$ cat src/verilog/backup_pkg.sv
// Shared save-RAM types and default sizes; NVRAM_ADDR_W_DEF must stay above SECTOR_ADDR_W_DEF

package backup_pkg;

	// ========================================
	// Data types
	// ========================================

	// One byte of save RAM or of the block-device sector buffer
	typedef logic [7:0] byte_t;

	// Sequencer state, idle or moving sectors in one direction
	typedef enum logic [1:0] {
		XFER_IDLE = 2'd0,
		XFER_LOAD = 2'd1,
		XFER_SAVE = 2'd2
	} xfer_state_t;

	// ========================================
	// Default sizes
	// ========================================

	// 32 KiB save RAM
	localparam int NVRAM_ADDR_W_DEF  = 15;

	// 512-byte sectors
	localparam int SECTOR_ADDR_W_DEF = 9;

	// Sector address as seen by the block-device host
	localparam int LBA_W             = 32;

endpackage

$ cat src/verilog/backup_request_ctrl.sv
// Single clock domain; requests stay ignored until a writable image is mounted during a download
`timescale 1ns/100ps

module backup_request_ctrl
	import backup_pkg::*;
#(
	parameter int NVRAM_ADDR_W  = NVRAM_ADDR_W_DEF,
	parameter int SECTOR_ADDR_W = SECTOR_ADDR_W_DEF
) (
	input  logic        clk_sys,
	input  logic        reset,
	input  logic        download,
	input  logic        img_mounted,
	input  logic        img_readonly,
	input  logic [63:0] img_size,
	input  logic        osd_open,
	input  logic        load_req,
	input  logic        save_req,
	input  logic        autosave_en,
	input  logic        nv_we,
	input  logic        busy,
	output logic        start_load,
	output logic        start_save,
	output logic        pending
);

	logic download_q;
	logic dl_rise;
	logic dl_fall;
	logic bk_ena;
	logic img_big;
	logic img_secs;
	logic img_tail;
	logic img_nonempty;
	logic auto_save;
	logic auto_load;
	logic load_lvl;
	logic save_lvl;
	logic load_q;
	logic save_q;
	logic load_edge;
	logic save_edge;

	// ========================================
	// Download and image events
	// ========================================

	assign dl_rise = download & ~download_q;
	assign dl_fall = ~download & download_q;

	// Image size split into beyond-RAM, whole sectors and partial sector
	assign img_big      = |img_size[63:NVRAM_ADDR_W];
	assign img_secs     = |img_size[NVRAM_ADDR_W-1:SECTOR_ADDR_W];
	assign img_tail     = |img_size[SECTOR_ADDR_W-1:0];
	assign img_nonempty = img_big | img_secs | img_tail;

	// Save file is mounted just before the download finishes
	always_ff @(posedge clk_sys) begin
		if (reset) begin
			download_q <= 1'b0;
			bk_ena     <= 1'b0;
		end else begin
			download_q <= download;
			if (dl_rise)
				bk_ena <= 1'b0;
			if (download && img_mounted && !img_readonly)
				bk_ena <= 1'b1;
		end
	end

	// ========================================
	// Request edges
	// ========================================

	// Autosave folds into the save level so it fires once per menu opening
	assign auto_save = pending & osd_open & autosave_en;
	assign auto_load = dl_fall & img_nonempty & bk_ena;

	assign load_lvl  = load_req & bk_ena;
	assign save_lvl  = (save_req | auto_save) & bk_ena;
	assign load_edge = load_lvl & ~load_q;
	assign save_edge = save_lvl & ~save_q;

	always_ff @(posedge clk_sys) begin
		if (reset) begin
			load_q     <= 1'b0;
			save_q     <= 1'b0;
			start_load <= 1'b0;
			start_save <= 1'b0;
		end else begin
			load_q     <= load_lvl;
			save_q     <= save_lvl;
			start_load <= load_edge | auto_load;
			start_save <= save_edge;
		end
	end

	// Console writes outside the menu mark the RAM dirty
	always_ff @(posedge clk_sys) begin
		if (reset)
			pending <= 1'b0;
		else if (bk_ena && !osd_open && nv_we)
			pending <= 1'b1;
		else if (busy)
			pending <= 1'b0;
	end

endmodule

$ cat config.mk
export PLATFORM = sky130hd
export DESIGN_NAME = backup_request_ctrl
export DESIGN_NICKNAME = d
export VERILOG_FILES = /design/src/verilog/backup_pkg.sv /design/src/verilog/backup_request_ctrl.sv
export SDC_FILE = /design/constraint.sdc
export NUM_CORES = 1
export LEC_CHECK = 0
export ABC_AREA = 1
export BUFFER_PORTS_ARGS = -buffer_cell sky130_fd_sc_hd__buf_2
export CAP_MARGIN = 25
export CORE_MARGIN = 2
export CORE_UTILIZATION = 27
export CTS_CLUSTER_SIZE = 30
export DETAILED_ROUTE_END_ITERATION = 10
export PLACE_DENSITY = 0.77
export SLEW_MARGIN = 30
export SYNTH_ARGS = -nofsm -noshare
export SYNTH_HDL_FRONTEND = slang
export SYNTH_SLANG_ARGS = --single-unit
export TNS_END_PERCENT = 5
$ cat constraint.sdc
create_clock -name clk_sys -period 0.8 [get_ports clk_sys]
set_input_delay 0.12 -clock clk_sys [delete_from_list [all_inputs] [get_ports clk_sys]]
set_output_delay 0.12 -clock clk_sys [all_outputs]
set_load 0.05 [all_outputs]
After elaboration in Yosys (flattened, before gate mapping). Index checks and enable logic that the tools add are counted.

Output and inout port bits: 3. Register bits after elaboration: 7.

Bitwise gates (word level): 18. Reductions and logical operators: 11. Multiplexer cells: 4.

Operators with widths (number): OR reduction 49 bit (1); bitwise AND 1 bit (10); OR reduction 9 bit (1); OR reduction 6 bit (1); logical AND 1 bit (4); two-way mux 1 bit (4); inverter 1 bit (4); OR 1 bit (4); nonzero test 2 bit (2); zero test 1 bit (2).

Longest topological paths before layout.
Depth after elaboration: 6. Depth in mapped cells: 8.

Worst setup path before layout. No wires, ideal clock.

Kind: flip-flop to flip-flop. Start point: reg pending. End point: reg start_save. Data required time: 0.722 ns. Arrival: 0.985 ns. Stages on the path, launching flop included: 4. Library setup time: 0.078 ns. Period minus slack after synthesis: 1.063 ns. Path buffers: 0. Setup slack: -0.263 ns. Cells stage by stage: dfxtp_1 > a31o_2 > inv_1 > nor3_1.

Cells in the longest elaborated chain, start to end: 5.

RTL lines: start: declaration (line backup_request_ctrl.sv:24) `output logic pending`; start signal: assignment (line backup_request_ctrl.sv:101) `pending <= 1'b0;`; start signal: assignment (line backup_request_ctrl.sv:103) `pending <= 1'b1;`; start signal: assignment (line backup_request_ctrl.sv:105) `pending <= 1'b0;`; bitwise AND 1 bit (2 in a row) (line backup_request_ctrl.sv:76) `assign auto_save = pending & osd_open & autosave_en;`; OR 1 bit (line backup_request_ctrl.sv:80) `assign save_lvl = (save_req | auto_save) & bk_ena;`; bitwise AND 1 bit (line backup_request_ctrl.sv:80); bitwise AND 1 bit (line backup_request_ctrl.sv:82) `assign save_edge = save_lvl & ~save_q;`; end signal: assignment (line backup_request_ctrl.sv:94) `start_save <= save_edge;`; end: declaration (line backup_request_ctrl.sv:23) `output logic start_save,`.

Every way passes these cells. A chain may end at the register's enable or synchronous reset.

Final worst setup path.
Start point: reg pending. End point: out pending.

No word-level cell between the ends.

==> metrics.csv <==
stage,metric,value,unit
timing,timing.final.crit_share,1.09,
worst_setup_path,slowest_stage,dfxtp_4,
detailed_routing,dr.pass1.iters,4,
timing,slew_viol_final,0,
clocking,clock_path_buffers,2,
finish,drive_gt1_frac,0.511,
placement,placed_area,907,um^2
placement,hpwl,1.36,mm
timing,hold_slack,0.0446,ns
finish,areaGrowthSynthToFinish,100,%
timing,min_period,0.870,ns
grt,antenna_found_initial,0,
yosys,syn-instance-count,93,
timing,setup_viol,3,
hold_path,holdCritPathClass,in -> reg,
detailed_routing,drc,0,
clocking,hold_buffers,0,
finish,fillers,180,
finish,post-route-cell-area,973,um^2
run,max_cap_viol_count,0,
detailed_routing,wl_per_cell,7.73,um
floorplanning,die_w,46.5,um
grt,track_usage,0.134,
worst_setup_path,worst-path-stages,1,
pwr,powerDensity,974,mW/mm^2
clocking,clk_pin_slew_worst_paths,0.05,ns
grt,grt_max_degree,6,
status,failed_checks,setup timing,
floorplanning,core_area,0.00171,mm^2
worst_setup_path,ff2ff_path_depth,3,
worst_setup_path,cp-start-kind,flop,
yosys,seq_area_frac_synth,0.288,
finish,seqCellArea,148,um^2
yosys,synth.avg_cell_area,5.23,um^2
finish,layout_commonest_cell,buf_2,
finish,multi_input_area,329,um^2
clocking,clk_latency,0.26,ns
pwr,p_leak,0.516,nW
placement,dp_slack,-0.118,ns
clocking,cts_buffers,3,
hold_path,hold_end,pending$_SDFFE_PP0P_,
timing,skew,0.00398,ns
timing,fmax,1150,MHz
timing,tightestPinTransition,0.189,ns
detailed_routing,via_count,808,
timing,hold_violations,0,
detailed_routing,highest_layer,met3,
worst_setup_path,cp-end-kind,primary output,
floorplanning,die_area,0.00216,mm^2
yosys,ys_ff_latch,7,
floorplanning,core.rowCount,15,
detailed_routing,dr_wl_met2,785,um
clocking,cts_resized,10,
floorplanning,dieHeight,46.5,um
yosys,syn_nets,168,
yosys,synth_warnings,0,
detailed_routing,postRouteAntennaNets,0,
clocking,clock-sinks,7,
yosys,synthTopCellsByArea,"nor2_1 35%, dfxtp_1 29%, nand2_1 21%, inv_1 3.9%, nand3b_1 3.1%",
yosys,synth_top_area_cell,nor2_1,
worst_setup_path,r2r_slack,0.04,ns
finish,final_cell_mix,"74 x buf_2, 45 x nor2_1, 27 x nand2_1",
clocking,cts_root_buffer,clkbuf_4,
detailed_routing,drt_wl_total,1.54,mm
status,status,"complete, but fails checks",
clocking,cts_max_level,1,
timing,rsz0062_at_grt,yes,
worst_setup_path,r2r-end,start_save$_SDFF_PP0_,
grt,grt_pass1_wl,2.06,mm
worst_setup_path,crit_buf_inv,1,
worst_setup_path,crit_chain,buf_8,
floorplanning,start_util,0.285,
worst_setup_path,crit_family,flip-flops,
detailed_routing,viasPerCell,4.06,
clocking,cts_tree,yes,
yosys,synth_area,487,um^2
worst_setup_path,timing.rr.start,pending$_SDFFE_PP0P_,
worst_setup_path,crit_arrival,0.75,ns
detailed_routing,drt-initial-drc-count,2,
yosys,synth.top_cell.area_share,0.347,
finish,nNetsFinal,250,
worst_setup_path,slowest_delay,0.36,ns
grt,first_global_vias,603,
placement,place_congestion,0.656,
hold_path,hp-start,busy,
timing,max-slew-margin-rel,0.873,
floorplanning,ios,78,
detailed_routing,wl_met3,200,um
placement,io_buffers,77,
detailed_routing,wl_met1,553,um
grt,grt_overflow,0,
worst_setup_path,cp.required,0.68,ns
worst_setup_path,path_max_fanout,3,
timing,layout_setup_ws,-0.0696,ns
hold_path,whs_path_depth,2,
worst_setup_path,critPathKind,reg -> out,
finish,antenna_cells,0,
yosys,synth_cell_type_count,11,
pwr,ir_worst_vdd,0.000894,V
clocking,cts_setup_buffers,0,
through the flow:
stage | setup TNS (ns) | instances | power (W) | utilization
floorplan | 0 | 93 | 0.000439 | -
global placement | -0.0996 | 195 | 0.000615 | 0.531
detailed placement | -0.118 | 195 | 0.000623 | 0.531
CTS | -0.184 | 199 | 0.000962 | 0.564
global route | -0.284 | 199 | 0.00102 | 0.570
finish | -0.156 | 199 | 0.000948 | 0.570
kinds of logic after synthesis:
logic type,count (synthesis),synth area share
simple gates,77,0.622
flops,7,0.288
buf+inv,6,0.0463
compound gates,3,0.0437
synth_stat cells:
library cell	count
inv_2	1
nand2_1	27
o31ai_1	1
o21ai_0	1
inv_1	5
nor2_1	45
dfxtp_1	7
nor3_1	1
nor2_2	2
a31o_2	1
nand3b_1	2
power breakdown:
part	switching (W)	leakage [nW]	internal, W	total (W)
clock network	0.000142	0.0177	0.000183	0.000325
logic	0.0000978	0.439	0.000165	0.000262
registers	0.00000432	0.0591	0.000356	0.000360
routing by layer:
layer | vias to the layer above | GRT usage
met5 | - | 0
met4 | 0 | 0.0686
met3 | 0 | 0.0392
met2 | 44 | 0.256
met1 | 322 | 0.126
li1 | 442 | -
flip-flops by register name (all words and copies together) (netlist names):
| signal | flops |
|---|---|
| start_save | 1 |
| start_load | 1 |
| bk_ena | 1 |
| download_q | 1 |
| pending | 1 |
| save_q | 1 |
| load_q | 1 |
worst max path at each step:
| stage | start | end |
|---|---|---|
| finish | pending$_SDFFE_PP0P_ | pending |
| global placement | img_size[62] | start_load$_SDFF_PP0_ |
| global route | pending$_SDFFE_PP0P_ | pending |
| CTS | pending$_SDFFE_PP0P_ | pending |
| detailed placement | img_size[54] | start_load$_SDFF_PP0_ |
| floorplan | pending$_SDFFE_PP0P_ | start_save$_SDFF_PP0_ |
cell type report:
cell class | count | area share
repair buffers | 77 | 0.427
multi-input cells | 80 | 0.338
flip-flops and latches | 7 | 0.152
well taps | 25 | 0.0321
clock buffers | 3 | 0.0231
inverters | 6 | 0.0231
clock inverters | 1 | 0.00514
No activity file was read; power rests on OpenSTA's default activity.
