--- src/verilog/backup_pkg.sv ---
// Shared save-RAM types and default sizes; NVRAM_ADDR_W_DEF must stay above SECTOR_ADDR_W_DEF

package backup_pkg;

	// ========================================
	// Data types
	// ========================================

	// One byte of save RAM or of the block-device sector buffer
	typedef logic [7:0] byte_t;

	// Sequencer state, idle or moving sectors in one direction
	typedef enum logic [1:0] {
		XFER_IDLE = 2'd0,
		XFER_LOAD = 2'd1,
		XFER_SAVE = 2'd2
	} xfer_state_t;

	// ========================================
	// Default sizes
	// ========================================

	// 32 KiB save RAM
	localparam int NVRAM_ADDR_W_DEF  = 15;

	// 512-byte sectors
	localparam int SECTOR_ADDR_W_DEF = 9;

	// Sector address as seen by the block-device host
	localparam int LBA_W             = 32;

endpackage

--- src/verilog/sector_transfer_seq.sv ---
// Walks every sector of the save RAM from LBA 0; waits on sd_ack forever, no timeout
`timescale 1ns/100ps

module sector_transfer_seq
	import backup_pkg::*;
#(
	parameter int NVRAM_ADDR_W  = NVRAM_ADDR_W_DEF,
	parameter int SECTOR_ADDR_W = SECTOR_ADDR_W_DEF
) (
	input  logic                     clk_sys,
	input  logic                     reset,
	input  logic                     start_load,
	input  logic                     start_save,
	input  logic                     sd_ack,
	input  logic [SECTOR_ADDR_W-1:0] sd_buff_addr,
	input  logic                     sd_buff_wr,
	output logic [LBA_W-1:0]         sd_lba,
	output logic                     sd_rd,
	output logic                     sd_wr,
	output logic                     loading,
	output logic                     busy,
	output logic [NVRAM_ADDR_W-1:0]  buf_addr,
	output logic                     buf_we
);

	// Sector index bits inside sd_lba
	localparam int SECT_W = NVRAM_ADDR_W - SECTOR_ADDR_W;

	xfer_state_t state;
	logic        ack_q;
	logic        ack_rise;
	logic        ack_fall;
	logic        last_sector;

	// ========================================
	// Acknowledge edges
	// ========================================

	always_ff @(posedge clk_sys) begin
		if (reset)
			ack_q <= 1'b0;
		else
			ack_q <= sd_ack;
	end

	assign ack_rise    = sd_ack & ~ack_q;
	assign ack_fall    = ~sd_ack & ack_q;
	assign last_sector = &sd_lba[SECT_W-1:0];

	// ========================================
	// Status and buffer port
	// ========================================

	assign busy     = (state != XFER_IDLE);
	assign loading  = (state == XFER_LOAD);
	assign buf_addr = {sd_lba[SECT_W-1:0], sd_buff_addr};
	assign buf_we   = sd_buff_wr & sd_ack;

	// ========================================
	// Transfer FSM
	// ========================================

	always_ff @(posedge clk_sys) begin
		if (reset) begin
			state  <= XFER_IDLE;
			sd_lba <= '0;
			sd_rd  <= 1'b0;
			sd_wr  <= 1'b0;
		end else begin
			// Host has taken the request
			if (ack_rise) begin
				sd_rd <= 1'b0;
				sd_wr <= 1'b0;
			end

			case (state)
				XFER_IDLE: begin
					// Load wins when both arrive together
					if (start_load) begin
						state  <= XFER_LOAD;
						sd_lba <= '0;
						sd_rd  <= 1'b1;
						sd_wr  <= 1'b0;
					end else if (start_save) begin
						state  <= XFER_SAVE;
						sd_lba <= '0;
						sd_rd  <= 1'b0;
						sd_wr  <= 1'b1;
					end
				end

				XFER_LOAD, XFER_SAVE: begin
					// Sector done once the host releases sd_ack
					if (ack_fall) begin
						if (last_sector) begin
							state <= XFER_IDLE;
						end else begin
							sd_lba <= sd_lba + LBA_W'(1);
							sd_rd  <= (state == XFER_LOAD);
							sd_wr  <= (state == XFER_SAVE);
						end
					end
				end

				default: begin
					state <= XFER_IDLE;
				end
			endcase
		end
	end

endmodule
--- config.mk ---
export PLATFORM = sky130hd
export DESIGN_NAME = sector_transfer_seq
export DESIGN_NICKNAME = d
export VERILOG_FILES = /design/src/verilog/backup_pkg.sv /design/src/verilog/sector_transfer_seq.sv
export SDC_FILE = /design/constraint.sdc
export NUM_CORES = 1
export LEC_CHECK = 0
export BUFFER_PORTS_ARGS = -buffer_cell sky130_fd_sc_hd__buf_2
export CORE_ASPECT_RATIO = 1.75
export CORE_MARGIN = 5
export CORE_UTILIZATION = 52
export CTS_CLUSTER_SIZE = 24
export DETAILED_ROUTE_END_ITERATION = 10
export GPL_ROUTABILITY_DRIVEN = 0
export PLACE_DENSITY = 0.87
export SYNTH_ARGS = -nofsm -noshare
export SYNTH_HDL_FRONTEND = slang
export SYNTH_SLANG_ARGS = --single-unit
--- constraint.sdc ---
create_clock -name clk_sys -period 3.8 [get_ports clk_sys]
set_input_delay 0.76 -clock clk_sys [delete_from_list [all_inputs] [get_ports clk_sys]]
set_output_delay 0.76 -clock clk_sys [all_outputs]
set_load 0.02 [all_outputs]
Word level (Yosys, flattened, before mapping)
Index checks and enable logic that the tools add are counted.
- register bits: 37
- muxes and demuxes: 22
- add/subtract/negate cells: 1
- reduce and logical (&&, ||, !) cells: 7
- equal/unequal tests: 6
- bitwise logic cells: 5
- operators with widths (kind ; number):
    32-bit 2-to-1 mux ; 4
    32-bit one-hot mux with 2 select lines ; 1
    32-bit by 1-bit adder with 32-bit output, second input constant ; 1
    1-bit 2-to-1 mux ; 10
    2-bit 2-to-1 mux ; 4
    2-bit inequality test, second input constant ; 3
    6-bit AND reduction ; 1
    1-bit one-hot mux with 2 select lines ; 2
    2-bit one-hot mux with 2 select lines ; 1
    4-bit AND reduction ; 1
    2-bit nonzero test ; 2
    1-bit bitwise AND ; 3
    3-bit inequality test, second input constant ; 1
    3-bit AND reduction ; 1
    2-bit by 1-bit equality test with 1-bit output, second input constant ; 1
    2-bit equality test, second input constant ; 1
    2-bit logical NOT ; 1
    1-bit inverter ; 2
    2-bit OR reduction ; 1

Depth between registers and ports, before layout
- word-level depth: 6
- gate-level depth with buffers: 9
- gate-level depth less buffers: 7

Least setup slack after synthesis
OpenSTA, ideal clock, no wires.
- kind: register to register
- start: register state[1]
- end: register sd_lba[15]
- stages on the path, launching flop included: 10
- path slack: 1.812 ns
- arrival time: 1.929 ns
- required time: 3.741 ns
- path through: dfxtp_1 -> inv_1 -> ha_1 -> buf_4 -> nand2b_1 -> nor2_1 -> or2_1 -> clkbuf_1 -> or4_1 -> nand2_1
- longest elaborated chain between the ends: 4
- elaborated cells on any way between the ends: 10
- classes of those cells: 5 x eq/ne; 1 x mux; 4 x reduce/logical
- RTL lines (what ; line ; source):
    start, declared ; sector_transfer_seq.sv:29 ; xfer_state_t state;
    start signal, assigned ; sector_transfer_seq.sv:65 ; state <= XFER_IDLE;
    start signal, assigned ; sector_transfer_seq.sv:80 ; state <= XFER_LOAD;
    start signal, assigned ; sector_transfer_seq.sv:85 ; state <= XFER_SAVE;
    2-bit by 1-bit equality test with 1-bit output / 2-bit equality test (equally long branches) ; sector_transfer_seq.sv:76 ; case (state)
    2-bit OR reduction ; sector_transfer_seq.sv:76 ;
    2-bit inequality test (no line) / 2-bit nonzero test (equally long branches) ; n/a ;
    4-bit AND reduction (no line) ; n/a ;
    end signal, assigned ; sector_transfer_seq.sv:98 ; sd_lba <= sd_lba + LBA_W'(1);
    end, declared ; sector_transfer_seq.sv:17 ; output logic [LBA_W-1:0] sd_lba,
Parallel ways exist; a longest one is shown, timed or not.
A chain may end at the register's enable or synchronous reset.

Final worst setup path
- start: register state[0]
- end: register sd_lba[25]
Same word-level chain as after synthesis.

==> flow_summary_export.csv <==
group,metric,value,unit
cts,clk_pin_slew,0.07,ns
worst_setup_path,critPathLaunchType,"flip-flop",
worst_setup_path,crit_slowest_cell,"a2bb2oi_2",
placement,portBuffers,48,
sta,slew_headroom,0.536,
routing,drc_errors,0,
synth,synthArstFlopShare,0,
global_route,grt.total_usage,0.176,
sta,min_period,2.53,ns
routing,drt_iter0_drc,53,
placement,dp.final_hpwl,2.81,mm
sta,fin_crit_sh,0.667,
die,rows,28,
layout,area_growth,13.1,%
pwr,intPower,580,uW
synth,netlist_top_cells_area,"dfxtp_1 (42%), buf_4 (6.8%), nor2_1 (5.1%), xor2_1 (5.0%), and2_1 (4.6%)",
flow_run,maxCapViolCount,0,
routing,wire_per_inst,13.4,um
cts,cts-root-buf,"clkbuf_8",
worst_setup_path,crit_type,"flip-flop to flip-flop",
cts,postCtsHoldBufs,0,
pwr,pwr-share-comb,0.230,
sta,rsz0062_at_grt,"false",
synth,yosys.area.top_type,"dfxtp_1",
worst_setup_path,crit_required,4.01,ns
worst_setup_path,max_stage_delay,0.54,ns
pwr,p_switching,272,uW
synth,synth-seq-cells,37,
synth,synth-simple-area-share,0.289,
synth,syn_inst,202,
global_route,antenna_found_initial,0,
synth,yosysTopAreaCellShare,0.420,
cts,cts-buffers-inserted,5,
worst_setup_path,worstPathArrival,2.74,ns
pwr,vdd.ir_drop.worst,0.302,mV
worst_setup_path,worstPathCellList,"inv_1, ha_1, nand2b_1, a2bb2oi_2, nand4_2, or3_1, a21oi_1",
global_route,grt_start_max_net_pins,19,
sta,clock_skew,0.00954,ns
synth,yosysSeqAreaShare,0.420,
cts,cts_tree,"done",
routing,wl,3.76,mm
layout,final_area,0.00199,mm2
synth,syn_area,0.00176,mm2
die,ios,67,
synth,synth-compound-area-share,0.101,
cts,cts_setup_buffers,0,
placement,dpl_cell_area,0.00192,mm2
routing,dr.pass1.iters,4,
sta,finalSetupViolations,0,
synth,syn-num-nets,222,
synth,synth_edf_count,0,
sta,slew_viol_final,0,
sta,hold_ws,0.484,ns
layout,fin_nets,256,
pwr,pwr-share-clk,0.288,
global_route,grt_pass1_wl,6.03,mm
worst_setup_path,worst-path-max-fanout,14,
die,dieHeight,87,um
layout,drive_above_1_share,0.268,
die,coreArea,0.00333,mm2
cts,cts.repair.resized,0,
die,die_w,54,um
hold_path,hold_path.class,"flip-flop to flip-flop",
routing,vias_per_cell,5.37,
pwr,power.total,852,uW
pwr,p_seq_frac,0.482,
synth,synth_top_family_by_area,"simple AND/OR/NAND/NOR gates",
synth,ys_types,36,
synth,yosys.area_share.adder,0.0355,
sta,setup-tns-final,0,ns
pwr,p_leak,0.000886,uW
global_route,grt_pass1_vias,1371,
routing,postRouteAntennaNets,0,
die,die-area,0.00470,mm2
synth,dominantRegCellSynth,"dfxtp_1",
global_route,gr-total-overflow,0,
cts,clk_latency,0.29,ns
cts,ctsLongestPathBuffers,2,
run_status,status,"finished, final reports clean",
synth,yosysWarnings,0,
worst_setup_path,endpoint_kind,"flip-flop",
cts,cts_num_sinks,37,
pwr,switching_share,0.319,
sta,fmaxAchievable,0.395,GHz
die,initial_core_util,0.529,
pwr,p_per_area,428,mW/mm2
routing,vias,1503,
layout,n_antenna_cell,0,
synth,synth.avg_cell_area,8.72,um2
sta,hold_viol,0,
synth,muxShareOfSynthArea,0.0121,
sta,tightest_slew,0.693,ns
synth,synth_xor_area_frac,0.0497,
cts,htreeDepth,2,
## Yosys cell counts, drive strengths merged (5+ instances only)
cell and n:
dfxtp 37, nand3 12, nand4 9, and2 13, o21ai 10, or3 6, ha 5, nand2 17
xor2 10, buf 17, inv 6, a21oi 10, nor2 24
## state kept, by name, summed over array words and instances (netlist names)
name	cells
sd_rd	1
ack_q	1
sd_wr	1
sd_lba	32
state	2
## cell usage in the layout, fill, tap and decap left out, types with 2 or more instances in the layout
| master | n |
|---|---|
| a21oi_1 | 10 |
| a32o_1 | 2 |
| and2_1 | 13 |
| buf_2 | 48 |
| clkbuf_8 | 5 |
| dfxtp_1 | 37 |
| ha_1 | 5 |
| inv_1 | 6 |
| nand2_1 | 17 |
| nand2b_1 | 2 |
| nand3_1 | 11 |
| nand4_1 | 7 |
| nand4_2 | 2 |
| nor2_1 | 24 |
| nor2b_1 | 2 |
| o21ai_0 | 10 |
| or3_1 | 6 |
| xor2_1 | 10 |
## layout make-up
type                    count  area [um2]
multi-input cells         138         858
clock buffers               5        68.8
repair buffers             48         240
clock inverters             1        5.00
flip-flops and latches     37         741
inverters                   6        22.5
well taps                  45        56.3
fillers                   315        1340
## worst max-delay path, delay by kind of cell, from the launching register on
family	cells	cell delay, ns
fa+ha+maj	1	0.43
buf+inv	1	0.09
flops	1	0.37
compound gates	2	0.68
simple gates	3	0.88
## per-layer routing
layer	track usage	wire length, um	share of wire	vias to the layer above
met3	0.0429	310	0.082	7
met5	0	0	0	-
met1	0.195	1440	0.38	695
met4	0.0930	84	0.022	0
met2	0.299	1930	0.51	58
li1	-	-	-	743
## path summary, 6_finish.rpt
path	startpoint	endpoint	slack [ns]	depth (start not counted)
setup / recovery	state[0]	sd_lba[25]	1.27	7
hold / removal	sd_lba[24]	sd_lba[24]	0.48	1
setup reg to reg	state[0]	sd_lba[25]	1.27	7
hold reg to reg	sd_lba[24]	sd_lba[24]	0.48	1
## cells by family after synthesis
family | count (synthesis)
AO/OA/AOI/OAI | 27
XOR/XNOR | 10
adder cells (fa/ha/maj) | 5
buffers and inverters | 27
flip-flops | 37
multiplexers | 2
AND/OR/NAND/NOR | 94
## power groups by stage
stage / registers [uW] / logic (uW) / clock network (uW)
after floorplan: 425 / 168 / 0
after global routing: 413 / 216 / 273
final: 411 / 196 / 245
after global placement: 418 / 191 / 0
after CTS: 411 / 197 / 257
after detailed placement: 419 / 196 / 0
## through the flow
stage          setup WS, ns  utilization  std cells
2_1_floorplan          1.81            -        202
3_3_place_gp           1.38        0.576        274
3_5_place_dp           1.28        0.576        274
4_1_cts                1.28        0.598        280
5_1_grt                1.04        0.598        280
6_report               1.27        0.598        280
Note: power is estimated with default switching activity, not from simulation.
